### config.mk
export PLATFORM = sky130hd
export DESIGN_NAME = vint_logic_alu
export DESIGN_NICKNAME = d
export VERILOG_FILES = /design/src/common/vint_pkg.sv /design/src/verilog/vint_logic_alu.sv
export SDC_FILE = /design/constraint.sdc
export NUM_CORES = 1
export LEC_CHECK = 0
export BUFFER_PORTS_ARGS = -buffer_cell sky130_fd_sc_hd__buf_2
export CAP_MARGIN = 20
export CORE_AREA = 2 2 130 132
export CTS_BUF_LIST = sky130_fd_sc_hd__clkbuf_16
export CTS_CLUSTER_DIAMETER = 100
export DETAILED_ROUTE_END_ITERATION = 8
export DIE_AREA = 0 0 132 134
export GPL_ROUTABILITY_DRIVEN = 0
export PLACE_DENSITY_LB_ADDON = 0.2
export SYNTH_ARGS = -nofsm -noshare
export SYNTH_HDL_FRONTEND = slang
export SYNTH_SLANG_ARGS = --single-unit
### constraint.sdc
create_clock -name clk -period 0.8 [get_ports clk]
set_input_delay 0.16 -clock clk [delete_from_list [all_inputs] [get_ports clk]]
set_output_delay 0.16 -clock clk [all_outputs]
set_load 0.05 [all_outputs]
### src/common/vint_pkg.sv
// vector integer lane shared definitions
// element widths, opcode encodings and unit selection types

package vint_pkg;

    // ==================================================
    // widths and pipeline shape
    // ==================================================
    localparam int DATA_W             = 32;
    localparam int FUNCT6_W           = 6;
    // 32-bit operand times one byte
    localparam int PART_W             = DATA_W + 8;
    localparam int DIV_STAGES         = 4;
    localparam int DIV_BITS_PER_STAGE = 8;

    // cycles from accepting edge to result
    localparam int MUL_LATENCY        = 3;
    localparam int DIV_LATENCY        = 4;
    localparam int ALU_LATENCY        = 1;

    typedef logic [DATA_W-1:0]   elem_t;
    typedef logic [2*DATA_W-1:0] wide_t;
    typedef logic [PART_W-1:0]   part_t;
    typedef logic [FUNCT6_W-1:0] funct6_t;

    // ==================================================
    // funct6 encodings
    // ==================================================
    // add, sub and logic
    localparam funct6_t FUNCT6_VADD    = 6'b000000;
    localparam funct6_t FUNCT6_VSUB    = 6'b000010;
    localparam funct6_t FUNCT6_VRSUB   = 6'b000011;
    localparam funct6_t FUNCT6_VAND    = 6'b001001;
    localparam funct6_t FUNCT6_VOR     = 6'b001010;
    localparam funct6_t FUNCT6_VXOR    = 6'b001011;

    // divide and remainder
    localparam funct6_t FUNCT6_VDIVU   = 6'b100000;
    localparam funct6_t FUNCT6_VDIV    = 6'b100001;
    localparam funct6_t FUNCT6_VREMU   = 6'b100010;
    localparam funct6_t FUNCT6_VREM    = 6'b100011;

    // multiply
    localparam funct6_t FUNCT6_VMULHU  = 6'b100100;
    localparam funct6_t FUNCT6_VMUL    = 6'b100101;
    localparam funct6_t FUNCT6_VMULHSU = 6'b100110;
    localparam funct6_t FUNCT6_VMULH   = 6'b100111;

    // ==================================================
    // operation and unit selects
    // ==================================================
    typedef enum logic [2:0] {
        ADD,
        SUB,
        RSUB,
        AND,
        OR,
        XOR
    } alu_op_e;

    typedef enum logic [1:0] {
        NONE,
        ALU,
        MUL,
        DIV
    } unit_e;

endpackage

### src/verilog/vint_logic_alu.sv
// single-cycle add, subtract and bitwise logic unit
// masked-off elements still return a valid zero result

`timescale 1ns/1ns

module vint_logic_alu import vint_pkg::*; (
    input  logic    clk,
    input  logic    rst_n,
    input  logic    go_i,
    input  alu_op_e op_i,
    input  elem_t   op_a_i,
    input  elem_t   op_b_i,
    input  logic    mask_i,
    output logic    valid_o,
    output elem_t   result_o
);

    elem_t alu_res;

    // vsub is b minus a, vrsub is a minus b
    always_comb begin
        case (op_i)
            ADD     : alu_res = op_a_i + op_b_i;
            SUB     : alu_res = op_b_i - op_a_i;
            RSUB    : alu_res = op_a_i - op_b_i;
            AND     : alu_res = op_a_i & op_b_i;
            OR      : alu_res = op_a_i | op_b_i;
            XOR     : alu_res = op_a_i ^ op_b_i;
            default : alu_res = '0;
        endcase
    end

    always_ff @(posedge clk) begin
        if (go_i) begin
            result_o <= mask_i ? alu_res : '0;
        end
    end

    always_ff @(posedge clk or negedge rst_n) begin
        if (!rst_n) begin
            valid_o <= 1'b0;
        end else begin
            valid_o <= go_i;
        end
    end

endmodule

Word-level counts from Yosys, hierarchy flattened
Cells that the tools add are included.
Word-level totals
  bits in read-only memories: 0
  memories: 0
  input bits: 71
  bits in writable memories: 0
  latch bits: 0
  register bits: 33
Operators by class
  bitwise logic cells: 3
  eq/ne operators: 5
  $mul: 0
  reductions and logical operators: 1
  shifts and indexed selects: 0
  div/mod/pow operators: 0
  $lt $le $gt $ge: 0
  add/subtract/negate cells: 3
  multiplexer cells: 1
Operators by type and width (number)
  $pmux W32 S6: 1
  $sub A32 B32 Y32: 2
  $add A32 B32 Y32: 1
  $and A32 B32 Y32: 1
  $or A32 B32 Y32: 1
  $xor A32 B32 Y32: 1
  $eq A3 B2 Y1 const B: 2
  $eq A3 B3 Y1 const B: 2
  $eq A3 B1 Y1 const B: 1
  $logic_not A3 Y1: 1

Logic depth before layout (Yosys ltp)
  word-level depth: 2
  gate-level depth with buffers: 19
  mapped depth without buffers: 18

Least setup slack after synthesis
No wires, ideal clock.
  path type: input port to flip-flop
  start point: input port op_b_i[4]
  end point: register result_o[30] (data pin)
  arrival time: 3.651 ns
  setup slack: -3.121 ns
  path buffers: 1
  cell stages on the path: 17
  path through: nor4_2 nand2_1 nor3b_1 and2_1 nand2_1 or4_1 o21ai_0 xnor2_1 ha_1 clkbuf_1 a21oi_1 or3b_1 o221ai_1 o21ai_1 xor2_1 a222oi_1 a21oi_1
On the way
  cells in the longest elaborated chain, start to end: 2
  elaborated cells on any way between the ends: 4
  those cells by class: add/sub: 3; mux: 1
Ends and longest elaborated chain
  from (decl): RTL line vint_logic_alu.sv:12  | input elem_t op_b_i,
  $sub A32 B32 Y32 (tied with other cells): RTL line vint_logic_alu.sv:25  | RSUB : alu_res = op_a_i - op_b_i;
  $pmux W32 S6 *: RTL line vint_logic_alu.sv:22  | case (op_i)
  to (signal assigned): RTL line vint_logic_alu.sv:35  | result_o <= mask_i ? alu_res : '0;
  to (decl): RTL line vint_logic_alu.sv:15  | output elem_t result_o
Mark *: on every way between the ends. The rest lies on a longest branch, timed or not.
A chain may end at the register's enable or synchronous reset.

Worst setup path in the final report
  start point: input port op_b_i[5]
  end point: register result_o[30] (data pin)
The elaborated chain is that of the path after synthesis.

==> results.sh <==
export IMPL_status="finished with violations"
export IMPL_violations="setup timing"
export IMPL_first_pass_iters=6
export IMPL_core_area_um2=16300
export IMPL_fill_cells=1107
export IMPL_n_antenna_cell=0
export IMPL_vias_per_cell=5.72
export IMPL_period_minus_slack_ns=3.62
export IMPL_rsz0062_at_grt="yes"
export IMPL_io_pins=104
export IMPL_syn_area_um2=7240
export IMPL_synth_top_area_cell="ha_1"
export IMPL_path_max_fanout=4
export IMPL_power_frac_seq_pct=15.0
export IMPL_synth_nets=1145
export IMPL_root_buffer="clkbuf_16"
export IMPL_dieArea_um2=17700
export IMPL_wirelength_mm=30.9
export IMPL_p_sw_mw=6.35
export IMPL_grt_pass1_vias=8940
export IMPL_path_buf_inv=1
export IMPL_ir_drop_mv=0.915
export IMPL_final_max_slew_viol_count=0
export IMPL_ys_seq_area_share_pct=13.6
export IMPL_cts_made_buffers=5
export IMPL_yosysUniqueCellTypes=77
export IMPL_initial_utilization_pct=44.5
export IMPL_antenna_found_initial=0
export IMPL_drive_gt1_share_pct=47.0
export IMPL_cellPowerDensity_nw_per_um2=1170
export IMPL_die_w_um=132
export IMPL_die_h_um=134
export IMPL_drt_iter0_drc=941
export IMPL_slew_headroom_pct=62.8
export IMPL_setup_slack_ns=-2.82
export IMPL_synth_commonest_cells="ha_1 (127), inv_1 (99), nand2_1 (92)"
export IMPL_min_period_over_period_pct=453
export IMPL_pwr_share_clk_pct=14.5
export IMPL_yosys_area_top_type_share_pct=21.9
export IMPL_clock_sink_count=33
export IMPL_combPwrFrac_pct=70.5
export IMPL_cap_violations=0
export IMPL_critPathRequiredTime_ns=0.85
export IMPL_dr_total_vias=9281
export IMPL_synth_flop_cell="edfxtp_1"
export IMPL_nNetsFinal=1602
export IMPL_cts_tree="yes"
export IMPL_place_ws_ns=-3.12
export IMPL_cp_data_arrival_time_ns=3.67
export IMPL_setup_worst_path_class="in2reg"
export IMPL_clockBufferDepth=2
export IMPL_critical_path_max_stage_delay_ns=0.54
export IMPL_avgSynthCellArea_um2=7.66
export IMPL_rows=47
export IMPL_cp_cell_sequence="buf_8, nor4_4, nand2_2, nor3b_2, and2_4, nand2_4, or4_4, o21ai_2, xnor2_1, ha_1, a21oi_2, or3b_1, o221ai_2, o21ai_1, xor2_1, a222oi_1, a21oi_1"
export IMPL_hold_path_class="in2async"
export IMPL_drc_errors=0
export IMPL_cts_htree_levels=2
export IMPL_synth_cells=945
export IMPL_critPathSlowestCell="or4_4"
export IMPL_start_kind="primary input"
export IMPL_synth_most_common_cell="ha_1"
export IMPL_synth_warnings=0
export IMPL_max_freq_ghz=0.276
export IMPL_area_growth_pct=71.5
export IMPL_wl_per_cell_um=19.0
export IMPL_overflow=0
export IMPL_numPortBuffers=103
export IMPL_leakagePower_nw=5.93
export IMPL_internal_power_mw=8.20
export IMPL_finalHoldViolCount=0
export IMPL_synthArstFlopShare_pct=3.03
export IMPL_setup_viol=65
export IMPL_grt_usage_pct=31.0
export IMPL_p_total_mw=14.6
export IMPL_yosys_top_cells_area="ha_1 (22%), edfxtp_1 (13%), xnor2_1 (8.1%), a21oi_1 (5.9%), inv_1 (5.1%)"
export IMPL_utilization_pct=76.3
export IMPL_timing_worst_slew_pin_value_ns=0.553
export IMPL_synth_edff_count=32
export IMPL_grt_max_degree=52
export IMPL_path_delay_family="simple AND/OR/NAND/NOR gates"
export IMPL_dp_hpwl_mm=21.3
export IMPL_p_sw_share_pct=43.6
export IMPL_synth_seq_cells=33
export IMPL_grt_pass1_wl_mm=44.0
export IMPL_ant_nets=0
export IMPL_path_clk_slew_ns=0.07
export IMPL_end_kind="register"
[cell families (layout without fill, tap and decap cells)]
group,Yosys count,after routing,share of synthesized area [%]
compound gates,306,306,27.9
buf+inv,141,599,8.16
xor+xnor,83,83,10.0
fa+ha+maj,129,129,22.5
flops,33,33,13.6
simple gates,250,250,17.3
mux,3,3,0.432
[worst max path at each step]
stage,startpoint,end,slack [ns],cells past startpoint
floorplan,op_b_i[4],result_o[30]$_SDFFCE_PN0P_,-2.84,17
finish,op_b_i[5],result_o[30]$_SDFFCE_PN0P_,-2.82,17
global route,op_b_i[5],result_o[26]$_SDFFCE_PN0P_,-3.00,17
CTS,op_b_i[3],result_o[30]$_SDFFCE_PN0P_,-2.71,17
detailed placement,op_b_i[4],result_o[26]$_SDFFCE_PN0P_,-3.12,17
global placement,op_b_i[4],result_o[30]$_SDFFCE_PN0P_,-3.02,17
[layout make-up]
class	instances	area [µm²]	area share (%)
Inverter	99	374	3.01
Clock inverter	3	13.8	0.111
Clock buffer	5	125	1.01
Timing Repair Buffer	492	3950	31.8
Sequential cell	33	986	7.94
Tap cell	220	275	2.22
Multi-Input combinational cell	771	6690	53.9
[sequential cells by signal, summed over array words and instances, names as in the netlist]
register / flops
result_o: 32
valid_o: 1
[metal layers]
layer  vias to the layer above  GRT usage [%]  part of all wire (%)
met2                       512           55.6                    49
met4                         0           10.6                   4.4
met3                       132           4.27                   7.7
li1                       4333              -                     -
met1                      4304           38.0                    39
met5                         -              0                     0
[power groups by stage]
| stage | Sequential, mW | Combinational, mW | Clock (mW) |
|---|---|---|---|
| final | 2.18 | 10.3 | 2.11 |
| after global routing | 2.19 | 10.9 | 2.16 |
| after CTS | 2.18 | 8.97 | 2.09 |
| after detailed placement | 2.17 | 8.16 | 0 |
| after global placement | 2.17 | 8.03 | 0 |
| after floorplan | 2.75 | 4.10 | 0 |
[cell usage in the layout (no fill, tap or decap), types with 7 or more instances in the layout]
cell,count
edfxtp_1,32
inv_1,93
a22oi_1,10
o21ai_2,7
o31ai_1,9
o21ai_0,45
nor2b_1,7
xnor2_1,54
buf_12,13
ha_4,8
nor3_1,13
o21ai_1,12
buf_4,349
nor4_1,7
a21o_1,16
a21oi_1,59
buf_2,63
xnor2_2,12
a222oi_1,20
a31oi_1,8
nand2b_1,8
a21oi_2,24
nand2_1,84
nand3_1,14
nor2_1,43
ha_1,116
buf_6,65
xor2_1,12
[metrics by stage]
step	TNS [ns]	cell area, µm²	hold WS [ns]	instances
after floorplan	-62.67	7570	-0.136	945
after global placement	-74.34	10800	-0.0651	1573
after detailed placement	-76.41	10800	-0.0638	1573
after CTS	-72.07	11700	0.146	1598
after global routing	-80.10	12400	0.165	1623
final	-76.16	12400	0.152	1623
[what timing repair did]
action | 4_1_cts | 5_1_grt
endpoints found under the hold margin | 1 | 0
buffers inserted | 17 | 31
pin swaps | 61 | 102
resized for setup | 160 | 109
hold buffers | 1 | 0
gates cloned | 1 | 0
setup endpoints to repair | 65 | 65
No activity file was read; power rests on OpenSTA's default activity.
