<file path="config.mk">
export PLATFORM = sky130hd
export DESIGN_NAME = vint_div
export DESIGN_NICKNAME = d
export VERILOG_FILES = /design/src/common/vint_pkg.sv /design/src/div/vint_div.sv /design/src/div/vint_div_stage.sv
export SDC_FILE = /design/constraint.sdc
export NUM_CORES = 2
export LEC_CHECK = 0
export BUFFER_PORTS_ARGS = -buffer_cell sky130_fd_sc_hd__buf_2
export CORE_MARGIN = 8
export CORE_UTILIZATION = 35
export DETAILED_ROUTE_END_ITERATION = 12
export PLACE_DENSITY = 0.46
export RECOVER_POWER = 100
export SLEW_MARGIN = 25
export SYNTH_ARGS = -nofsm -noshare
export SYNTH_HDL_FRONTEND = slang
export SYNTH_SLANG_ARGS = --single-unit
</file>
<file path="constraint.sdc">
create_clock -name clk -period 32.6 [get_ports clk]
set_clock_uncertainty 0.05 [all_clocks]
set_input_delay 3.26 -clock clk [delete_from_list [all_inputs] [get_ports clk]]
set_output_delay 3.26 -clock clk [all_outputs]
set_load 0.005 [all_outputs]
</file>
<file path="src/common/vint_pkg.sv">
// vector integer lane shared definitions
// element widths, opcode encodings and unit selection types

package vint_pkg;

    // ==================================================
    // widths and pipeline shape
    // ==================================================
    localparam int DATA_W             = 32;
    localparam int FUNCT6_W           = 6;
    // 32-bit operand times one byte
    localparam int PART_W             = DATA_W + 8;
    localparam int DIV_STAGES         = 4;
    localparam int DIV_BITS_PER_STAGE = 8;

    // cycles from accepting edge to result
    localparam int MUL_LATENCY        = 3;
    localparam int DIV_LATENCY        = 4;
    localparam int ALU_LATENCY        = 1;

    typedef logic [DATA_W-1:0]   elem_t;
    typedef logic [2*DATA_W-1:0] wide_t;
    typedef logic [PART_W-1:0]   part_t;
    typedef logic [FUNCT6_W-1:0] funct6_t;

    // ==================================================
    // funct6 encodings
    // ==================================================
    // add, sub and logic
    localparam funct6_t FUNCT6_VADD    = 6'b000000;
    localparam funct6_t FUNCT6_VSUB    = 6'b000010;
    localparam funct6_t FUNCT6_VRSUB   = 6'b000011;
    localparam funct6_t FUNCT6_VAND    = 6'b001001;
    localparam funct6_t FUNCT6_VOR     = 6'b001010;
    localparam funct6_t FUNCT6_VXOR    = 6'b001011;

    // divide and remainder
    localparam funct6_t FUNCT6_VDIVU   = 6'b100000;
    localparam funct6_t FUNCT6_VDIV    = 6'b100001;
    localparam funct6_t FUNCT6_VREMU   = 6'b100010;
    localparam funct6_t FUNCT6_VREM    = 6'b100011;

    // multiply
    localparam funct6_t FUNCT6_VMULHU  = 6'b100100;
    localparam funct6_t FUNCT6_VMUL    = 6'b100101;
    localparam funct6_t FUNCT6_VMULHSU = 6'b100110;
    localparam funct6_t FUNCT6_VMULH   = 6'b100111;

    // ==================================================
    // operation and unit selects
    // ==================================================
    typedef enum logic [2:0] {
        ADD,
        SUB,
        RSUB,
        AND,
        OR,
        XOR
    } alu_op_e;

    typedef enum logic [1:0] {
        NONE,
        ALU,
        MUL,
        DIV
    } unit_e;

endpackage

</file>
<file path="src/div/vint_div.sv">
// four-stage pipelined divider for quotient and remainder
// unsigned core on magnitudes, signs restored after the last stage

`timescale 1ns/1ns

module vint_div import vint_pkg::*; (
    input  logic  clk,
    input  logic  rst_n,
    input  logic  go_i,
    input  logic  signed_i,
    input  logic  want_rem_i,
    input  elem_t op_a_i,
    input  elem_t op_b_i,
    input  logic  mask_i,
    output logic  valid_o,
    output elem_t result_o
);

    logic  a_neg;
    logic  b_neg;
    elem_t mag_a;
    elem_t mag_b;

    // index 0 is the prepared input, index s+1 is stage s output
    logic [DIV_STAGES:0] valid_w;
    logic [DIV_STAGES:0] neg_quot_w;
    logic [DIV_STAGES:0] neg_rem_w;
    logic [DIV_STAGES:0] want_rem_w;
    logic [DIV_STAGES:0] mask_w;
    elem_t               quot_w    [DIV_STAGES+1];
    elem_t               rem_w     [DIV_STAGES+1];
    elem_t               divisor_w [DIV_STAGES+1];

    elem_t quot_fix;
    elem_t rem_fix;

    // ==================================================
    // operand preparation
    // ==================================================
    assign a_neg = signed_i & op_a_i[DATA_W-1];
    assign b_neg = signed_i & op_b_i[DATA_W-1];
    assign mag_a = a_neg ? (~op_a_i + 1'b1) : op_a_i;
    assign mag_b = b_neg ? (~op_b_i + 1'b1) : op_b_i;

    assign valid_w[0]    = go_i;
    assign quot_w[0]     = mag_a;
    assign rem_w[0]      = '0;
    assign divisor_w[0]  = mag_b;
    // truncated division, remainder takes the dividend sign
    assign neg_quot_w[0] = a_neg ^ b_neg;
    assign neg_rem_w[0]  = a_neg;
    assign want_rem_w[0] = want_rem_i;
    assign mask_w[0]     = mask_i;

    // ==================================================
    // division pipeline
    // ==================================================
    for (genvar s = 0; s < DIV_STAGES; s++) begin : g_stage
        vint_div_stage u_stage (
            .clk        (clk),
            .rst_n      (rst_n),
            .valid_i    (valid_w[s]),
            .quot_i     (quot_w[s]),
            .rem_i      (rem_w[s]),
            .divisor_i  (divisor_w[s]),
            .neg_quot_i (neg_quot_w[s]),
            .neg_rem_i  (neg_rem_w[s]),
            .want_rem_i (want_rem_w[s]),
            .mask_i     (mask_w[s]),
            .valid_o    (valid_w[s+1]),
            .quot_o     (quot_w[s+1]),
            .rem_o      (rem_w[s+1]),
            .divisor_o  (divisor_w[s+1]),
            .neg_quot_o (neg_quot_w[s+1]),
            .neg_rem_o  (neg_rem_w[s+1]),
            .want_rem_o (want_rem_w[s+1]),
            .mask_o     (mask_w[s+1])
        );
    end

    // ==================================================
    // sign fix and result select
    // ==================================================
    assign quot_fix = neg_quot_w[DIV_STAGES] ? (~quot_w[DIV_STAGES] + 1'b1)
                                             : quot_w[DIV_STAGES];
    assign rem_fix  = neg_rem_w[DIV_STAGES] ? (~rem_w[DIV_STAGES] + 1'b1)
                                            : rem_w[DIV_STAGES];

    assign result_o = !mask_w[DIV_STAGES]    ? '0      :
                      want_rem_w[DIV_STAGES] ? rem_fix : quot_fix;
    assign valid_o  = valid_w[DIV_STAGES];

endmodule

</file>
<file path="src/div/vint_div_stage.sv">
// one pipelined division step group
// resolves 8 quotient bits by shift and subtract, then registers

`timescale 1ns/1ns

module vint_div_stage import vint_pkg::*; (
    input  logic  clk,
    input  logic  rst_n,
    input  logic  valid_i,
    input  elem_t quot_i,
    input  elem_t rem_i,
    input  elem_t divisor_i,
    input  logic  neg_quot_i,
    input  logic  neg_rem_i,
    input  logic  want_rem_i,
    input  logic  mask_i,
    output logic  valid_o,
    output elem_t quot_o,
    output elem_t rem_o,
    output elem_t divisor_o,
    output logic  neg_quot_o,
    output logic  neg_rem_o,
    output logic  want_rem_o,
    output logic  mask_o
);

    elem_t q_next;
    elem_t r_next;

    // quot holds the dividend bits not yet consumed in its upper end,
    // and the new quotient bits fill in from the bottom
    always_comb begin : step_loop
        logic [DATA_W:0]   shifted;
        logic [DATA_W+1:0] diff;
        q_next = quot_i;
        r_next = rem_i;
        for (int i = 0; i < DIV_BITS_PER_STAGE; i++) begin
            // 33 bits so a divisor above 2^31 cannot overflow
            shifted = {r_next, q_next[DATA_W-1]};
            q_next  = {q_next[DATA_W-2:0], 1'b0};
            diff    = {1'b0, shifted} - {2'b00, divisor_i};
            if (!diff[DATA_W+1]) begin
                r_next    = diff[DATA_W-1:0];
                q_next[0] = 1'b1;
            end else begin
                r_next = shifted[DATA_W-1:0];
            end
        end
    end

    always_ff @(posedge clk) begin
        if (valid_i) begin
            quot_o     <= q_next;
            rem_o      <= r_next;
            divisor_o  <= divisor_i;
            neg_quot_o <= neg_quot_i;
            neg_rem_o  <= neg_rem_i;
            want_rem_o <= want_rem_i;
            mask_o     <= mask_i;
        end
    end

    always_ff @(posedge clk or negedge rst_n) begin
        if (!rst_n) begin
            valid_o <= 1'b0;
        end else begin
            valid_o <= valid_i;
        end
    end

endmodule

</file>
After elaboration in Yosys (flattened, before gate mapping)
Index checks and enable logic that the tools add are counted.

cells by class
  bitwise gates (word level) = 7
  add/sub/neg operators = 36
  multiplexer cells = 70

operators by type and width
  kind                                                             count
  32-bit two-way mux                                               38
  33-bit by 32-bit subtractor with 34-bit output                   31
  32-bit by 1-bit adder with 32-bit output, second input constant  4
  32-bit inverter                                                  4
  1-bit by 32-bit subtractor with 33-bit output                    1
  1-bit two-way mux                                                32
  1-bit bitwise AND                                                2
  1-bit bitwise XOR                                                1

storage, ports and cells
  bits in registers = 372
  input port bits = 70
  word-level logic and storage cells = 144
  output and inout port bits = 33

Longest topological paths before layout
  depth after elaboration = 19
  gate-level depth with buffers = 141
  depth with buffers taken out = 127

Hierarchy
From an unflattened synthesis, not the netlist that was laid out.

unflattened totals
  cell total of the unflattened synthesis = 9287
  area, all modules = 76156.8 um^2

by module, submodules not included
  module                                cells an instance  area an instance (um^2)  seq. area each (um^2)  times used
  vint_div_stage at g_stage[0].u_stage  2326               18720.5                  3027.9                 1
  vint_div_stage at g_stage[2].u_stage  2284               18235.0                  3027.9                 1
  vint_div_stage at g_stage[1].u_stage  2088               18039.8                  3027.9                 1
  vint_div_stage at g_stage[3].u_stage  2100               17925.9                  3027.9                 1
  vint_div                              489                3235.6                   0.0                    1

Worst setup path before layout
OpenSTA, ideal clock, no wires.

  path kind = input to register
  start point = input port op_a_i[9]
  end point = register g_stage[0].u_stage.rem_o[23], data pin
  stages = 124
  setup time = 0.260 ns
  buffers on the path = 8
  arrival time = 28.925 ns
  setup slack = 3.365 ns
  required time = 32.290 ns
  cells stage by stage = or4_1 -> nor2_1 -> nand2_1 -> nor3_1 -> nand2_1 -> o21ai_0 -> nand2_1 -> ha_1 -> inv_1 -> clkbuf_1 -> ha_1 -> nand2_1 -> nor4_1 -> nor4b_1 -> nand4_1 -> nor3_1 -> mux2i_1 -> ha_1 -> [... 88 more ...] -> ha_1 -> o21ai_0 -> a21boi_0 -> o41ai_1 -> o21ai_0 -> o31ai_1 -> o311a_1 -> a211o_1 -> and3_1 -> o41ai_1 -> nand2_1 -> a21boi_0 -> o21a_1 -> or3_1 -> a21oi_1 -> o211ai_4 -> buf_6 -> mux2_2

on the way
  longest elaborated chain between the ends = 19

ends and longest elaborated chain
  item                                            line                  RTL
  start: declaration                              vint_div.sv:12        input elem_t op_a_i,
  32-bit inverter (*)                             vint_div.sv:42        assign mag_a = a_neg ? (~op_a_i + 1'b1) : op_a_i;
  32-bit by 1-bit adder with 32-bit output (*)    vint_div.sv:42
  32-bit two-way mux (*)                          vint_div.sv:42
  1-bit by 32-bit subtractor with 33-bit output   vint_div_stage.sv:41  diff = {1'b0, shifted} - {2'b00, divisor_i};
  32-bit two-way mux                              vint_div_stage.sv:42  if (!diff[DATA_W+1]) begin
  33-bit by 32-bit subtractor with 34-bit output  vint_div_stage.sv:41
  32-bit two-way mux                              vint_div_stage.sv:42
  33-bit by 32-bit subtractor with 34-bit output  vint_div_stage.sv:41
  [... 4 more ...]                                n/a
  32-bit two-way mux                              vint_div_stage.sv:42
  33-bit by 32-bit subtractor with 34-bit output  vint_div_stage.sv:41
  32-bit two-way mux                              vint_div_stage.sv:42
  33-bit by 32-bit subtractor with 34-bit output  vint_div_stage.sv:41
  32-bit two-way mux                              vint_div_stage.sv:42
  33-bit by 32-bit subtractor with 34-bit output  vint_div_stage.sv:41
  32-bit two-way mux (*)                          vint_div_stage.sv:42
  via g_stage[0].u_stage.r_next[23]               vint_div_stage.sv:28  elem_t r_next;
  end signal: assignment                          vint_div_stage.sv:54  rem_o <= r_next;
  end: declaration                                vint_div_stage.sv:19  output elem_t rem_o,

Mark *: on every way through the listed nets, which the timed path passes. The rest lies on a longest branch.
A chain may end at the register's enable or synchronous reset.

Final worst setup path
  start point = register g_stage[1].u_stage.divisor_o[2]
  end point = register g_stage[2].u_stage.rem_o[3], data pin

on the way
  longest elaborated chain between the ends = 16

ends and longest elaborated chain
  item                                            line                  RTL
  start: declaration                              vint_div_stage.sv:20  output elem_t divisor_o,
  start signal: assignment                        vint_div_stage.sv:55  divisor_o <= divisor_i;
  33-bit by 32-bit subtractor with 34-bit output  vint_div_stage.sv:41
  32-bit two-way mux                              vint_div_stage.sv:42
  33-bit by 32-bit subtractor with 34-bit output  vint_div_stage.sv:41
  32-bit two-way mux                              vint_div_stage.sv:42
  33-bit by 32-bit subtractor with 34-bit output  vint_div_stage.sv:41
  32-bit two-way mux                              vint_div_stage.sv:42
  33-bit by 32-bit subtractor with 34-bit output  vint_div_stage.sv:41
  32-bit two-way mux                              vint_div_stage.sv:42
  33-bit by 32-bit subtractor with 34-bit output  vint_div_stage.sv:41
  32-bit two-way mux                              vint_div_stage.sv:42
  33-bit by 32-bit subtractor with 34-bit output  vint_div_stage.sv:41
  32-bit two-way mux                              vint_div_stage.sv:42
  33-bit by 32-bit subtractor with 34-bit output  vint_div_stage.sv:41
  32-bit two-way mux                              vint_div_stage.sv:42
  33-bit by 32-bit subtractor with 34-bit output  vint_div_stage.sv:41
  32-bit two-way mux (*)                          vint_div_stage.sv:42
  via g_stage[2].u_stage.r_next[3]                vint_div_stage.sv:28
  end signal: assignment                          vint_div_stage.sv:54
  end: declaration                                vint_div_stage.sv:19

Marked as above.

==> impl_metrics.py <==
metrics = {
    "status": {
        "status": "finished with violations",
        "violations": "capacitance limit, slew limit",
    },
    "final_layout": {
        "diodes": 0,
        "drive_above_1_share_pct": 13.7,
        "area_growth_pct": 11.5,
        "fillCellCount": 21120,
        "postLayoutCellArea_sq_mm": 0.0798,
        "layout.nets": 10269,
    },
    "placed_design": {
        "io_buffers": 102,
        "gp_congestion": 0.918,
        "hpwl_mm": 214,
        "placed_area_sq_mm": 0.0777,
        "place_ws_ps": -1220,
    },
    "floorplanning": {
        "start_util_pct": 35.1,
        "ios": 103,
        "die_w_um": 468,
        "die_area_sq_mm": 0.219,
        "die_h_um": 468,
        "rows": 166,
        "fp.coreArea_sq_mm": 0.204,
    },
    "logic_synthesis": {
        "synth_cell_types": 109,
        "yosysTopAreaCell": "ha_1",
        "avgSynthCellArea_sq_um": 8.14,
        "yosys-top-cells-area": "ha_1 (17%), edfxtp_1 (15%), xnor2_1 (7.4%), mux2_2 (7.3%), a21oi_1 (5.2%)",
        "ys_warn_count": 0,
        "netlist.area_leader.share_pct": 17.4,
        "ys_ff_latch": 372,
        "synth_cells": 8797,
        "syn_area_sq_mm": 0.0716,
        "synth_seq_area_share_pct": 15.6,
        "ys_async_sr_fraction_pct": 1.08,
        "ys.flop_type": "edfxtp_1",
        "synth_edf_count": 368,
    },
    "detailed_routing": {
        "vias_per_cell": 5.62,
        "drt-initial-drc-count": 3980,
        "ant_nets": 0,
        "wire_per_inst_um": 21.5,
        "num_vias": 66807,
        "drc_errors": 0,
        "routed_wl_mm": 256,
        "first_pass_iters": 6,
    },
    "sta": {
        "period_minus_slack_ps": 30760,
        "maxSlewHeadroom_pct": -165,
        "worst_slack_ps": 1840,
        "drv_slew": 289,
        "tightest_slew_ps": 3970,
        "period_share_pct": 94.3,
        "finalSetupViolCount": 0,
        "finalHoldViolCount": 0,
        "clock.fmax_mhz": 32.5,
    },
    "setup_path": {
        "cp.arrival_ps": 31060,
        "crit_buf_inv": 14,
        "endpoint_kind": "flip-flop",
        "worstSetupPathType": "reg -> reg",
        "crit_family": "compound AO/OA/AOI/OAI gates",
        "cpPeakStageDelay_ps": 670,
        "worstPathMaxFanout": 31,
        "critPathMostFrequentCell": "a21oi_1",
        "critPathRequiredTime_ps": 32910,
        "crit_slowest_cell": "a2111o_2",
        "startpoint_type": "flip-flop",
    },
    "clocking": {
        "htree_levels": 2,
        "cts_buffers": 49,
        "insertion_delay_ps": 680,
        "path_clk_slew_ps": 70,
        "cts_tree": "yes",
        "clockBufferDepth": 3,
        "cts-root-buf": "clkbuf_16",
        "cts_sinks": 372,
    },
    "global_route": {
        "gr-total-overflow": 0,
        "grt_pass1_wl_mm": 385,
        "grt_antenna_before_repair": 4,
        "first_global_vias": 64726,
        "grt_start_max_net_pins": 69,
        "grtUsageTotal_pct": 22.3,
    },
    "run": {
        "drv_cap": 5,
    },
    "worst_hold_path": {
        "hold_path.class": "reg -> reg",
    },
}
## placed cells by master, fill, tap and decap left out, types with 54 or more instances in the layout
master | netlist | routed
a21o_1 | 304 | 303
nor2_1 | 653 | 653
nand4_1 | 80 | 80
a31oi_1 | 82 | 79
mux2i_1 | 66 | 61
a21boi_0 | 59 | 58
o21bai_1 | 110 | 109
nor2b_1 | 129 | 129
o21ai_0 | 600 | 591
xor2_1 | 311 | 309
or3_1 | 73 | 73
buf_2 | 36 | 99
o21a_1 | 166 | 166
nand2b_1 | 142 | 142
xnor2_1 | 604 | 598
inv_1 | 466 | 453
and2_1 | 55 | 54
nand3_1 | 197 | 197
ha_1 | 998 | 998
nor3_1 | 172 | 171
o221ai_1 | 58 | 57
o211ai_1 | 61 | 61
and3_1 | 126 | 126
nand2_1 | 664 | 661
edfxtp_1 | 368 | 368
a211oi_1 | 81 | 79
buf_4 | 4 | 370
a21oi_1 | 749 | 746
mux2_2 | 464 | 464
o31ai_1 | 72 | 70
## metrics by stage
| step | hold WS (ps) | TNS [ps] | utilization [%] | instances |
|---|---|---|---|---|
| 2_1_floorplan | 350 | 0 | - | 8811 |
| 3_3_place_gp | 327 | -33330 | 38.1 | 11773 |
| 3_5_place_dp | 328 | -36560 | 38.1 | 11775 |
| 4_1_cts | 341 | 0 | 38.9 | 11867 |
| 5_1_grt | 352 | -1710 | 39.1 | 11897 |
| 6_report | 336 | 0 | 39.1 | 11897 |
## final timing paths
check / end / slack [ps] / cells past startpoint / start
hold / removal: g_stage[3].u_stage.valid_o / 340 / 0 / g_stage[2].u_stage.valid_o
min in group asynchronous: g_stage[3].u_stage.valid_o / 2360 / 1 / rst_n
max in group asynchronous: g_stage[2].u_stage.valid_o / 29940 / 1 / rst_n
setup / recovery: g_stage[2].u_stage.rem_o[3] / 1840 / 120 / g_stage[1].u_stage.divisor_o[2]
setup reg to reg: g_stage[2].u_stage.rem_o[3] / 1840 / 120 / g_stage[1].u_stage.divisor_o[2]
hold reg to reg: g_stage[3].u_stage.valid_o / 340 / 0 / g_stage[2].u_stage.valid_o
## cells by family (layout without fill, tap and decap cells)
kind of cell | Yosys count | count (layout) | synth area share, %
DFF | 372 | 372 | 15.6
and+or+nand+nor | 2464 | 2464 | 16.6
other | 1 | 15 | 0.00524
adders and majority gates | 1029 | 1029 | 18.3
buffers and inverters | 665 | 1063 | 3.68
muxes | 597 | 597 | 9.50
xor gates and xnor gates | 916 | 916 | 11.2
AOI/OAI and AO/OA | 2753 | 2753 | 25.1
## cell type report
type                            instances  area [sq um]  share of cell area (%)
Multi-Input combinational cell       7774         58200                    72.9
Inverter                              479          1850                    2.32
Sequential cell                       372         11200                    14.0
Clock buffer                           57          1260                    1.57
Clock inverter                         33           413                   0.517
Timing Repair Buffer                  494          3620                    4.53
Tap cell                             2688          3360                    4.21
## timing repair
item                       in CTS  in global routing
buffers inserted                2                 30
pin swaps                       0                  5
setup endpoints to repair      33                132
resized for setup               4                 55
hold buffers                    0                  0
## registers in the layout, summed over array words and instances, names as in the netlist
name	flops
g_stage.u_stage.neg_quot_o	4
g_stage.u_stage.want_rem_o	4
g_stage.u_stage.rem_o	128
g_stage.u_stage.neg_rem_o	4
g_stage.u_stage.quot_o	128
g_stage.u_stage.mask_o	4
g_stage.u_stage.divisor_o	96
g_stage.u_stage.valid_o	4
## synth_stat cells (106+ instances only)
| cell type | instances |
|---|---|
| ha_1 | 998 |
| o21a_1 | 166 |
| a21oi_1 | 749 |
| mux2_2 | 464 |
| clkbuf_1 | 106 |
| nor3_1 | 172 |
| nor2b_1 | 129 |
| edfxtp_1 | 368 |
| o21ai_0 | 600 |
| inv_1 | 466 |
| and3_1 | 126 |
| nand2b_1 | 142 |
| nand3_1 | 197 |
| nor2_1 | 653 |
| a21o_1 | 304 |
| nand2_1 | 664 |
| xnor2_1 | 604 |
| o21bai_1 | 110 |
| xor2_1 | 311 |
## routing by layer
layer  part of all wire [%]  global-route usage, %  vias up
met5                  0.012                      0        -
met4                    3.9                   7.43        4
met3                    3.2                   1.88      272
met2                     48                   39.8     1238
met1                     45                   28.2    31702
li1                       -                      -    33591
Power is left out: the tool's default activity adds up to more than one toggle a clock period on the data nets, which glitch-free logic cannot reach.
