**config.mk**
```make
export PLATFORM = sky130hd
export DESIGN_NAME = vint_decode
export DESIGN_NICKNAME = d
export VERILOG_FILES = /design/src/common/vint_pkg.sv /design/src/verilog/vint_decode.sv
export SDC_FILE = /design/constraint.sdc
export NUM_CORES = 1
export LEC_CHECK = 0
export ABC_CLOCK_PERIOD_IN_PS = 1700
export BUFFER_PORTS_ARGS = -buffer_cell sky130_fd_sc_hd__buf_4
export CAP_MARGIN = 20
export CORE_AREA = 8 8 45 47
export DETAILED_ROUTE_END_ITERATION = 10
export DIE_AREA = 0 0 53 55
export PLACE_DENSITY = 0.42
export SYNTH_ARGS = -nofsm -noshare
export SYNTH_HDL_FRONTEND = slang
export SYNTH_SLANG_ARGS = --single-unit
```
**constraint.sdc**
```tcl
create_clock -name vclk -period 1.7
set_input_delay 0.085 -clock vclk [all_inputs]
set_output_delay 0.085 -clock vclk [all_outputs]
set_load 0.01 [all_outputs]
```
**src/common/vint_pkg.sv**
```systemverilog
// vector integer lane shared definitions
// element widths, opcode encodings and unit selection types

package vint_pkg;

    // ==================================================
    // widths and pipeline shape
    // ==================================================
    localparam int DATA_W             = 32;
    localparam int FUNCT6_W           = 6;
    // 32-bit operand times one byte
    localparam int PART_W             = DATA_W + 8;
    localparam int DIV_STAGES         = 4;
    localparam int DIV_BITS_PER_STAGE = 8;

    // cycles from accepting edge to result
    localparam int MUL_LATENCY        = 3;
    localparam int DIV_LATENCY        = 4;
    localparam int ALU_LATENCY        = 1;

    typedef logic [DATA_W-1:0]   elem_t;
    typedef logic [2*DATA_W-1:0] wide_t;
    typedef logic [PART_W-1:0]   part_t;
    typedef logic [FUNCT6_W-1:0] funct6_t;

    // ==================================================
    // funct6 encodings
    // ==================================================
    // add, sub and logic
    localparam funct6_t FUNCT6_VADD    = 6'b000000;
    localparam funct6_t FUNCT6_VSUB    = 6'b000010;
    localparam funct6_t FUNCT6_VRSUB   = 6'b000011;
    localparam funct6_t FUNCT6_VAND    = 6'b001001;
    localparam funct6_t FUNCT6_VOR     = 6'b001010;
    localparam funct6_t FUNCT6_VXOR    = 6'b001011;

    // divide and remainder
    localparam funct6_t FUNCT6_VDIVU   = 6'b100000;
    localparam funct6_t FUNCT6_VDIV    = 6'b100001;
    localparam funct6_t FUNCT6_VREMU   = 6'b100010;
    localparam funct6_t FUNCT6_VREM    = 6'b100011;

    // multiply
    localparam funct6_t FUNCT6_VMULHU  = 6'b100100;
    localparam funct6_t FUNCT6_VMUL    = 6'b100101;
    localparam funct6_t FUNCT6_VMULHSU = 6'b100110;
    localparam funct6_t FUNCT6_VMULH   = 6'b100111;

    // ==================================================
    // operation and unit selects
    // ==================================================
    typedef enum logic [2:0] {
        ADD,
        SUB,
        RSUB,
        AND,
        OR,
        XOR
    } alu_op_e;

    typedef enum logic [1:0] {
        NONE,
        ALU,
        MUL,
        DIV
    } unit_e;

endpackage

```
**src/verilog/vint_decode.sv**
```systemverilog
// opcode decoder for the vector integer lane
// picks the execution unit and its operation flags from funct6

`timescale 1ns/1ns

module vint_decode import vint_pkg::*; (
    input  funct6_t funct6_i,
    input  logic    valid_i,
    output logic    alu_go_o,
    output logic    mul_go_o,
    output logic    div_go_o,
    output alu_op_e alu_op_o,
    output logic    a_signed_o,
    output logic    b_signed_o,
    output logic    upper_half_o,
    output logic    div_signed_o,
    output logic    want_rem_o
);

    unit_e unit;

    always_comb begin
        unit         = NONE;
        alu_op_o     = ADD;
        a_signed_o   = 1'b0;
        b_signed_o   = 1'b0;
        upper_half_o = 1'b0;
        div_signed_o = 1'b0;
        want_rem_o   = 1'b0;
        case (funct6_i)
            FUNCT6_VADD  : begin
                unit     = ALU;
                alu_op_o = ADD;
            end
            FUNCT6_VSUB  : begin
                unit     = ALU;
                alu_op_o = SUB;
            end
            FUNCT6_VRSUB : begin
                unit     = ALU;
                alu_op_o = RSUB;
            end
            FUNCT6_VAND  : begin
                unit     = ALU;
                alu_op_o = AND;
            end
            FUNCT6_VOR   : begin
                unit     = ALU;
                alu_op_o = OR;
            end
            FUNCT6_VXOR  : begin
                unit     = ALU;
                alu_op_o = XOR;
            end
            // low word is the same for any signedness
            FUNCT6_VMUL  : begin
                unit       = MUL;
                a_signed_o = 1'b1;
                b_signed_o = 1'b1;
            end
            FUNCT6_VMULH : begin
                unit         = MUL;
                a_signed_o   = 1'b1;
                b_signed_o   = 1'b1;
                upper_half_o = 1'b1;
            end
            FUNCT6_VMULHSU : begin
                unit         = MUL;
                a_signed_o   = 1'b1;
                upper_half_o = 1'b1;
            end
            FUNCT6_VMULHU : begin
                unit         = MUL;
                upper_half_o = 1'b1;
            end
            FUNCT6_VDIVU : begin
                unit = DIV;
            end
            FUNCT6_VDIV  : begin
                unit         = DIV;
                div_signed_o = 1'b1;
            end
            FUNCT6_VREMU : begin
                unit       = DIV;
                want_rem_o = 1'b1;
            end
            FUNCT6_VREM  : begin
                unit         = DIV;
                div_signed_o = 1'b1;
                want_rem_o   = 1'b1;
            end
            default : begin
                unit = NONE;
            end
        endcase
    end

    // unknown opcodes fall through to NONE and raise nothing
    assign alu_go_o = valid_i && (unit == ALU);
    assign mul_go_o = valid_i && (unit == MUL);
    assign div_go_o = valid_i && (unit == DIV);

    // the three units share operands, so only one may take them
    always_comb begin
        assert ($isunknown({alu_go_o, mul_go_o, div_go_o}) ||
                $onehot0({alu_go_o, mul_go_o, div_go_o}))
            else $error("decode raised more than one unit strobe");
    end

endmodule

```
# Yosys cells after proc, flatten, opt, wreduce, memory -nomap -nowiden
# Cells that the tools add are included.
# totals
register_bits	0
input_bits	7
out_inout_bits	11
word_cells	35
# op_classes
n_eq_ne	16
mux	7
reduce_logical	12
# ops
op	count
$eq 6x6->1 const B	8
$eq 6x4->1 const B	3
$pmux 3 s5	1
$eq 6x2->1 const B	2
$reduce_or 4->1	2
$logic_not 6->1	1
$pmux 2 s3	1
$reduce_or 2->1	3
$reduce_or 3->1	2
$reduce_or 6->1	1
$mux 1	5
$eq 2x2->1 const B	2
$logic_and 1x1->1	3
$eq 2x1->1 const B	1

# Depth between registers and ports, before layout
# Gate-level depths: netlist of the first run.
# depth
ltp_word	5
depth_mapped	4
mapped_depth_nobuf	3

# Worst setup path after synthesis of the first run
# OpenSTA, ideal clock, no wires.
# synth_timing
path_type	input-to-output
start	in funct6_i[3]
end	out alu_go_o
arrival_ps	885
required_time_ps	1615
slack_ps	730
cell_stages	4
n_path_buf	1
cell_sequence	buf_6 > a211o_1 > a211oi_2 > and3b_1
# synth_between
elab_chain_len	5
word_cells_on_any_way	20
classes_between	eq/ne: 14; mux: 1; reduce/logical: 5
# synth_lines
element	line_no	text
from (decl)	vint_decode.sv:7	input funct6_t funct6_i,
$eq 6x4->1, or another cell as far along	vint_decode.sv:30	case (funct6_i)
$reduce_or 6->1 (no source line) / $reduce_or 4->1 (equally long branches)	n/a	
$pmux 2 s3 (*)	vint_decode.sv:30	
$eq 2x1->1 (*)	vint_decode.sv:99	assign alu_go_o = valid_i && (unit == ALU);
$logic_and 1x1->1 (*)	vint_decode.sv:99	
to (decl)	vint_decode.sv:9	output logic alu_go_o,
# Every way passes the cells marked *; elsewhere a longest branch is shown, timed or not.

# Worst setup path in the final report of the first run
# layout_timing
start	in funct6_i[3]
end	out div_go_o
# layout_between
elab_chain_len	5
word_cells_on_any_way	20
classes_between	eq/ne: 14; mux: 1; reduce/logical: 5
# layout_lines
element	line_no	text
$eq 6x4->1, or another cell as far along	vint_decode.sv:30	
$reduce_or 6->1 (no source line) / $reduce_or 4->1 (equally long branches)	n/a	
$pmux 2 s3 (*)	vint_decode.sv:30	
$eq 2x2->1 (*)	vint_decode.sv:101	assign div_go_o = valid_i && (unit == DIV);
$logic_and 1x1->1 (*)	vint_decode.sv:101	
to (decl)	vint_decode.sv:11	output logic div_go_o,
# Marked as above.

==> out/results.md, run 1 <==
| Parameter | Value |
|---|---|
| Run status | complete, no violations |
| Post-route clock period utilization | 65.5% |
| Headroom to the max-slew limit | 73.0% |
| Post-route DRC | 0 |
| Least-Margin Pin Slew | 404 ps |
| Placed instance area | 314 um2 |
| Sw Ratio | 51.0% |
| Number of instances in the synthesized netlist | 27 |
| Register share of total power | 0% |
| Capture endpoint of the worst hold path | alu_op_o[0] |
| Cell type contributing the most total cell area after synthesis | nor4_1 |
| P per Cell Area | 176 nW/um2 |
| Delay of the slowest critical-path stage | 300 ps |
| Proportion of power drawn by the clock network | 0% |
| Ratio of cells with drive above 1 in the final layout | 43.2% |
| Standard cell with the maximum stage delay on the critical path | a211o_1 |
| Count of hold buffers inserted by post-cts repair | 0 |
| Layout overhead on the synthesized area | 84.6% |
| Worst Min Path Start | funct6_i[2] |
| Starting density of the core | 12.3% |
| Clock buffers | 0 |
| Minimum period implied by the final worst setup slack | 1110 ps |
| Crit path DAT | 1030 ps |
| Internal power of the cells | 27.1 uW |
| Post-Syn Area | 170 um2 |
| Start-to-end type of the worst setup path | input port to output port |
| Max Fclk | 898 MHz |
| Initial antenna violation count | 0 |
| Height of the die | 55 um |
| Switch Pwr | 28.2 uW |
| Post-CTS setup buffer count | 0 |
| Mean instance size in the synthesized netlist | 6.30 um2 |
| Nets | 53 |
| Crit-path most repeated cell | buf_4 |
| Part of the Yosys area used for sequential elements | 0% |
| Leading cell types by count after synthesis | nor2_1 (4), nand2_1 (3), nor4_1 (3) |
| Total number of sequential cells | 0 |
| Final Hold Fails | 0 |
| DRT antenna net count | 0 |
| Number of maximum-capacitance constraint violations | 0 |
| Top-area cell type share of the netlist area | 11.0% |
| Worst hold-check path type | input port to output port |
| Biggest fanout along the worst timing path | 9 |
| Via count of the first global-routing pass | 269 |
| Core Footprint | 1380 um2 |
| Top area cells in the synthesized netlist | nor4_1 (11%), nor4b_1 (10%), nor2_1 (8.8%) |
| Setup TNS | 0 ps |
| Resized Gates After CTS | 0 |
| Req. time, crit path | 1620 ps |
| Sequential Area | 0 um2 |
| Part of the total power dissipated in combinational logic | 100.0% |
| Final core occ | 22.7% |
| Kind of start point of the critical path | input port |
| Worst-path cell chain | buf_4, a211o_1, a211oi_2, and3_1, buf_4 |
| RePlAce Congestion | 0.691 |
| Std cell rows | 14 |
| Routed wire length per instance | 11.8 um |
| Post-detailed-placement half-perimeter wirelength | 592 um |
| Die Width | 53 um |
| Setup repair after global routing missed its margin | false |
| I/O Pins | 18 |
| DRC violation total after the first TritonRoute iteration | 5 |
| Antenna cells | 0 |
| Total GRT Usage | 5.12% |
| Count of buffers inserted at the top-level ports | 18 |
| Number of stages on the worst hold path | 3 |
| First-pass iteration count of the detailed router | 2 |
| Setup-violating endpoint count in the final report | 0 |
| Post-layout power | 55.4 uW |
| Dominant cell by count in the synthesized netlist | nor2_1 |
| Crit end category | output port |
| Via count normalized by instance count | 4.20 |
| Die outline area | 2920 um2 |
| Net Count, Synth | 34 |
| Leakage power | 0.151 nW |
| First-pass GRT wire length | 1.25 mm |
| Crit path buffers/inverters | 2 |
| Remaining Overflow, GRT | 0 |
| Yosys Warn Count | 0 |
| Worst vdd ir | 0.0563 mV |
| Pin count of the biggest net entering global routing | 10 |
| Final WL | 707 um |
| Top cell family by delay on the critical path | compound AO/OA/AOI/OAI gates |
| Library cells used by synthesis | 16 |
| Final non-filler cell area | 314 um2 |
| Max Slew Vio Count | 0 |
| Vias after detailed routing | 252 |
## kinds of logic after synthesis
kind of cell | count (synthesis) | share of synthesized area (%)
xor+xnor | 1 | 5.15
buf+inv | 3 | 11.0
simple gates | 19 | 65.4
compound gates | 4 | 18.4
## power groups by stage
| stage | Sequential (mW) | Clock, mW | Combinational, mW |
|---|---|---|---|
| final | 0 | 0 | 0.0554 |
| after global routing | 0 | 0 | 0.0620 |
| after CTS | 0 | 0 | 0.0559 |
| after detailed placement | 0 | 0 | 0.0557 |
| after global placement | 0 | 0 | 0.0560 |
| after floorplan | 0 | 0 | 0.0257 |
## final cells by class
class / instances / area [um2]
fill: 172 / 1070
multi-input combinational: 24 / 151
timing repair buffer: 18 / 135
inverter: 2 / 7.51
tap: 16 / 20.0
## tightest hold or removal path: cells and delay by family
kind | cells | cell delay (ps)
buffers and inverters | 2 | 260
and+or+nand+nor | 1 | 50
## per-layer routing
layer | wire (um) | GRT usage (%) | vias to the layer above
met4 | 0 | 0 | 0
met1 | 373 | 7.39 | 104
met5 | 0 | 0 | -
li1 | - | - | 135
met3 | 81 | 1.34 | 0
met2 | 252 | 7.81 | 13
## worst max-delay path by stage
stage	start	endpoint	slack (ps)	depth (start not counted)
finish	funct6_i[3]	div_go_o	590	5
floorplan	funct6_i[3]	alu_go_o	730	4
global route	funct6_i[3]	div_go_o	480	5
global placement	funct6_i[4]	upper_half_o	570	5
CTS	funct6_i[3]	alu_go_o	580	5
detailed placement	funct6_i[3]	alu_go_o	580	5
## cell usage in the layout (no fill, tap or decap), drive strengths merged
| cell | Yosys | routed |
|---|---|---|
| buf | 1 | 18 |
| nor2 | 4 | 4 |
| nor4 | 3 | 3 |
| nand2 | 3 | 3 |
| nor3b | 2 | 2 |
| a21oi | 2 | 2 |
| inv | 2 | 2 |
| nor4b | 2 | 2 |
| nand3b | 1 | 1 |
| xnor2 | 1 | 1 |
| nor3 | 1 | 1 |
| nand2b | 1 | 1 |
| a211o | 1 | 1 |
| a211oi | 1 | 1 |
| and3b | 1 | 1 |
| and3 | 1 | 1 |
## metrics by stage
step           worst slack [ps]  cells  hold slack (ps)
2_1_floorplan               730     27              220
3_3_place_gp                573     60              477
3_5_place_dp                584     60              474
4_1_cts                     580     60              474
5_1_grt                     482     60              491
6_report                    586     60              474
Power figures use the tool's default switching activity.
==> inputs of run 2 (changes only) <==
- ABC_CLOCK_PERIOD_IN_PS: 1700 -> 1100
- clock period: 1.7 -> 1.1 ns (I/O delays scaled with it)
==> run 2 against run 1 <==
Effect of this change: core utilization rose by 3.0 points; first-iteration DRC count rose by 20%; worst setup slack got worse by 520 ps.
==> out/results.md, run 2 (same netlist as run 1, synthesis figures left out) <==
| Parameter | Value |
|---|---|
| Count of buffers inserted at the top-level ports | 18 |
| Antenna cells | 0 |
| Routed wire length per instance | 11.9 um |
| Post-route clock period utilization | 93.9% |
| Max Slew Vio Count | 0 |
| Nets | 55 |
| Max Fclk | 968 MHz |
| Clock buffers | 0 |
| Worst vdd ir | 0.0745 mV |
| Biggest fanout along the worst timing path | 5 |
| Core Footprint | 1380 um2 |
| Final WL | 736 um |
| Post-route DRC | 0 |
| First-pass GRT wire length | 1.12 mm |
| Std cell rows | 14 |
| Final Hold Fails | 0 |
| Delay of the slowest critical-path stage | 290 ps |
| P per Cell Area | 278 nW/um2 |
| Post-placement setup slack | 57.2 ps |
| Remaining Overflow, GRT | 0 |
| Setup TNS | 0 ps |
| First-pass iteration count of the detailed router | 3 |
| Crit path buffers/inverters | 2 |
| Worst-path cell chain | buf_4, a211o_1, a211oi_2, and3_1, buf_4 |
| Setup-violating endpoint count in the final report | 0 |
| Worst hold-check path type | input port to output port |
| Leakage power | 0.166 nW |
| Ratio of cells with drive above 1 in the final layout | 56.5% |
| Sequential Area | 0 um2 |
| Total number of sequential cells | 0 |
| Die Width | 53 um |
| Total GRT Usage | 4.63% |
| Commonest non-fill, non-tap cell in the layout | buf_4 |
| Setup repair after global routing missed its margin | false |
| Minimum period implied by the final worst setup slack | 1030 ps |
| Headroom to the max-slew limit | 77.7% |
| Starting density of the core | 12.3% |
| Kind of start point of the critical path | input port |
| Run status | complete, no violations |
| Crit-path most repeated cell | buf_4 |
| Vias after detailed routing | 278 |
| Post-route worst hold slack | 408 ps |
| Start-to-end type of the worst setup path | input port to output port |
| Setup ws final | 66.7 ps |
| Post-detailed-placement half-perimeter wirelength | 602 um |
| Standard cell with the maximum stage delay on the critical path | a211o_1 |
| RePlAce Congestion | 0.696 |
| I/O Pins | 18 |
| Initial antenna violation count | 0 |
| DRT antenna net count | 0 |
| Top cell family by delay on the critical path | compound AO/OA/AOI/OAI gates |
| Via count normalized by instance count | 4.48 |
| Via count of the first global-routing pass | 267 |
| Layout overhead on the synthesized area | 109% |
| Crit path DAT | 980 ps |
| Height of the die | 55 um |
| Die outline area | 2920 um2 |
| Least-Margin Pin Slew | 331 ps |
| Req. time, crit path | 1040 ps |
| Most frequent cells in the layout | buf_4 (20), nor2_1 (4), nand2_1 (3) |
| Number of maximum-capacitance constraint violations | 0 |
| Crit end category | output port |
| Pin count of the biggest net entering global routing | 8 |
| DRC violation total after the first TritonRoute iteration | 6 |
==> run 2: changes by cell type in the layout (fill, tap and decap cells not counted) <==
cell     delta
nor4b_2     +1
nor3b_1     -2
buf_4       +2
a21oi_1     -1
a21oi_2     +1
nor4_2      +1
nor4b_1     -1
nor4_1      -1
nor3b_2     +2
==> run 2: per-layer routing <==
metal  global-route usage (%)  share of wire (%)  vias to the layer above
li1                         -                  -                      141
met1                     5.58                 45                      124
met2                     7.81                 42                       13
met3                     1.87                 13                        0
met4                    0.431                  0                        0
met5                        0                  0                        -
==> run 2: worst paths after layout <==
kind	start	to	slack (ps)	cells past startpoint
worst max-delay path	funct6_i[3]	div_go_o	70	5
worst min-delay path	funct6_i[2]	alu_op_o[0]	410	3
==> run 2: what timing repair did <==
action | CTS | global route
gates resized for setup | 0 | 5
endpoints found under the setup margin | 0 | 3
hold buffers | 0 | 0
setup buffers | 0 | 0
==> run 2: cell type report <==
class / instances / area, um2
well taps: 16 / 20.0
multi-input cells: 24 / 178
repair buffers: 20 / 150
fillers: 164 / 1030
inverters: 2 / 7.51
==> run 2: stage by stage <==
stage	instance area, um2	total power [mW]	std cells	utilization, %
after floorplan	170	0.0397	27	-
after global placement	329	0.0920	62	23.8
after detailed placement	329	0.0916	62	23.8
after CTS	329	0.0919	62	23.8
after global routing	355	0.107	62	25.7
final	355	0.0989	62	25.7
==> run 2: power breakdown <==
group          internal, mW  switching [mW]
logic                0.0492          0.0498
clock network             0               0
registers                 0               0
==> inputs of run 3 (changes only) <==
- SETUP_SLACK_MARGIN: default -> 0.4
- SKIP_LAST_GASP: default -> 1
==> run 3 against run 2 <==
Effect of this change: combinational power is 48% higher; largest power group unchanged; fmax increased by 1.9%; die area did not move; routed wire length is 11% higher; critical path depth unchanged; final cell count up 4.8%.
==> out/results.md, run 3 (same netlist as run 1, synthesis figures left out) <==
| Parameter | Value |
|---|---|
| Ratio of cells with drive above 1 in the final layout | 69.4% |
| Post-route worst hold slack | 425 ps |
| Met3 routing resource usage after global routing | 2.14% |
| Worst vdd ir | 0.103 mV |
| Sequential Area | 0 um2 |
| Die Width | 53 um |
| Setup-violating endpoint count in the final report | 0 |
| Remaining Overflow, GRT | 0 |
| Via count of the first global-routing pass | 295 |
| First-pass GRT wire length | 1.24 mm |
| Vias after detailed routing | 291 |
| Pin count of the biggest net entering global routing | 10 |
| Most frequent cells in the layout | buf_4 (15), buf_6 (5), nor2_1 (4) |
| Total number of sequential cells | 0 |
| I/O Pins | 18 |
| Commonest non-fill, non-tap cell in the layout | buf_4 |
| Max Slew Vio Count | 0 |
| Busiest grt layer | met2 |
| GR Util met2 | 8.98% |
| P per Cell Area | 302 nW/um2 |
| Headroom to the max-slew limit | 84.8% |
| Routed wire length per instance | 12.5 um |
| Starting density of the core | 12.3% |
| Antenna cells | 0 |
| Minimum period implied by the final worst setup slack | 1010 ps |
| Least-Margin Pin Slew | 227 ps |
| Met1 usage | 5.88% |
| Post-route DRC | 0 |
| DRT antenna net count | 0 |
| RePlAce Congestion | 0.660 |
| Final WL | 814 um |
| Worst-path cell chain | buf_8, a211o_1, a211oi_2, and3_1, buf_6 |
| Nets | 58 |
| First-pass iteration count of the detailed router | 2 |
| Total GRT Usage | 5.07% |
| Post-route clock period utilization | 92.1% |
| DRC violation total after the first TritonRoute iteration | 1 |
| Post-detailed-placement half-perimeter wirelength | 625 um |
| Standard cell with the maximum stage delay on the critical path | a211o_1 |
| Run status | complete, no violations |
| Kind of start point of the critical path | input port |
| Count of buffers inserted at the top-level ports | 18 |
| Crit path DAT | 960 ps |
| Worst hold-check path type | input port to output port |
| Via count normalized by instance count | 4.48 |
| Clock buffers | 0 |
| Biggest fanout along the worst timing path | 4 |
| Std cell rows | 14 |
| Height of the die | 55 um |
| Initial antenna violation count | 0 |
| Die outline area | 2920 um2 |
| Start-to-end type of the worst setup path | input port to output port |
| Number of fillers in the final layout | 151 |
| Core Footprint | 1380 um2 |
| Final Hold Fails | 0 |
| Layout overhead on the synthesized area | 185% |
| Setup repair after global routing missed its margin | true |
| Delay of the slowest critical-path stage | 290 ps |
| Setup TNS | 0 ps |
| Req. time, crit path | 1040 ps |
| Area of combinational cells with multiple inputs | 236 um2 |
| Crit end category | output port |
| Number of maximum-capacitance constraint violations | 0 |
| Max Fclk | 987 MHz |
| Leakage power | 0.214 nW |
| Count of hold buffers inserted by post-cts repair | 0 |
==> run 3: path summary, 6_finish.rpt <==
path	startpoint	to	slack, ps	depth (start not counted)
worst max-delay path	funct6_i[5]	div_go_o	90	5
worst min-delay path	funct6_i[0]	upper_half_o	430	3
==> run 3: routing by layer <==
metal,wire length [um],up-vias,part of all wire [%]
li1,-,146,-
met1,335,134,41
met2,392,11,48
met3,85,0,10
met4,0,0,0
met5,0,-,0
==> run 3: through the flow <==
stage               area, um2  utilization (%)  std cells  worst slack (ps)  power, mW
floorplan                 198                -         27               190     0.0452
global placement          364             26.3         63              38.6      0.102
detailed placement        364             26.3         63              32.1      0.103
CTS                       427             30.8         64              36.9      0.126
global route              485             35.1         65              38.0      0.157
finish                    485             35.1         65              86.5      0.146
==> run 3: report_power, final <==
group	switching [mW]	internal (mW)
logic	0.0682	0.0783
clock network	0	0
registers	0	0
total	0.0682	0.0783
==> run 3: worst max-delay path: cells and delay by family <==
family                 cells  cell delay [ps]
AO/OA/AOI/OAI              2              490
AND/OR/NAND/NOR            1              210
buffers and inverters      2              200
==> run 3: repair_timing <==
| action | 4_1_cts | 5_1_grt |
|---|---|---|
| buffers inserted | 1 | 1 |
| setup endpoints to repair | 11 | 11 |
| resized for setup | 14 | 10 |
| pin swaps | 7 | 6 |
==> run 3: layout make-up <==
type               instances  area share (%)
repair buffers            23            45.1
inverters                  2            2.06
multi-input cells         24            48.7
well taps                 16            4.12
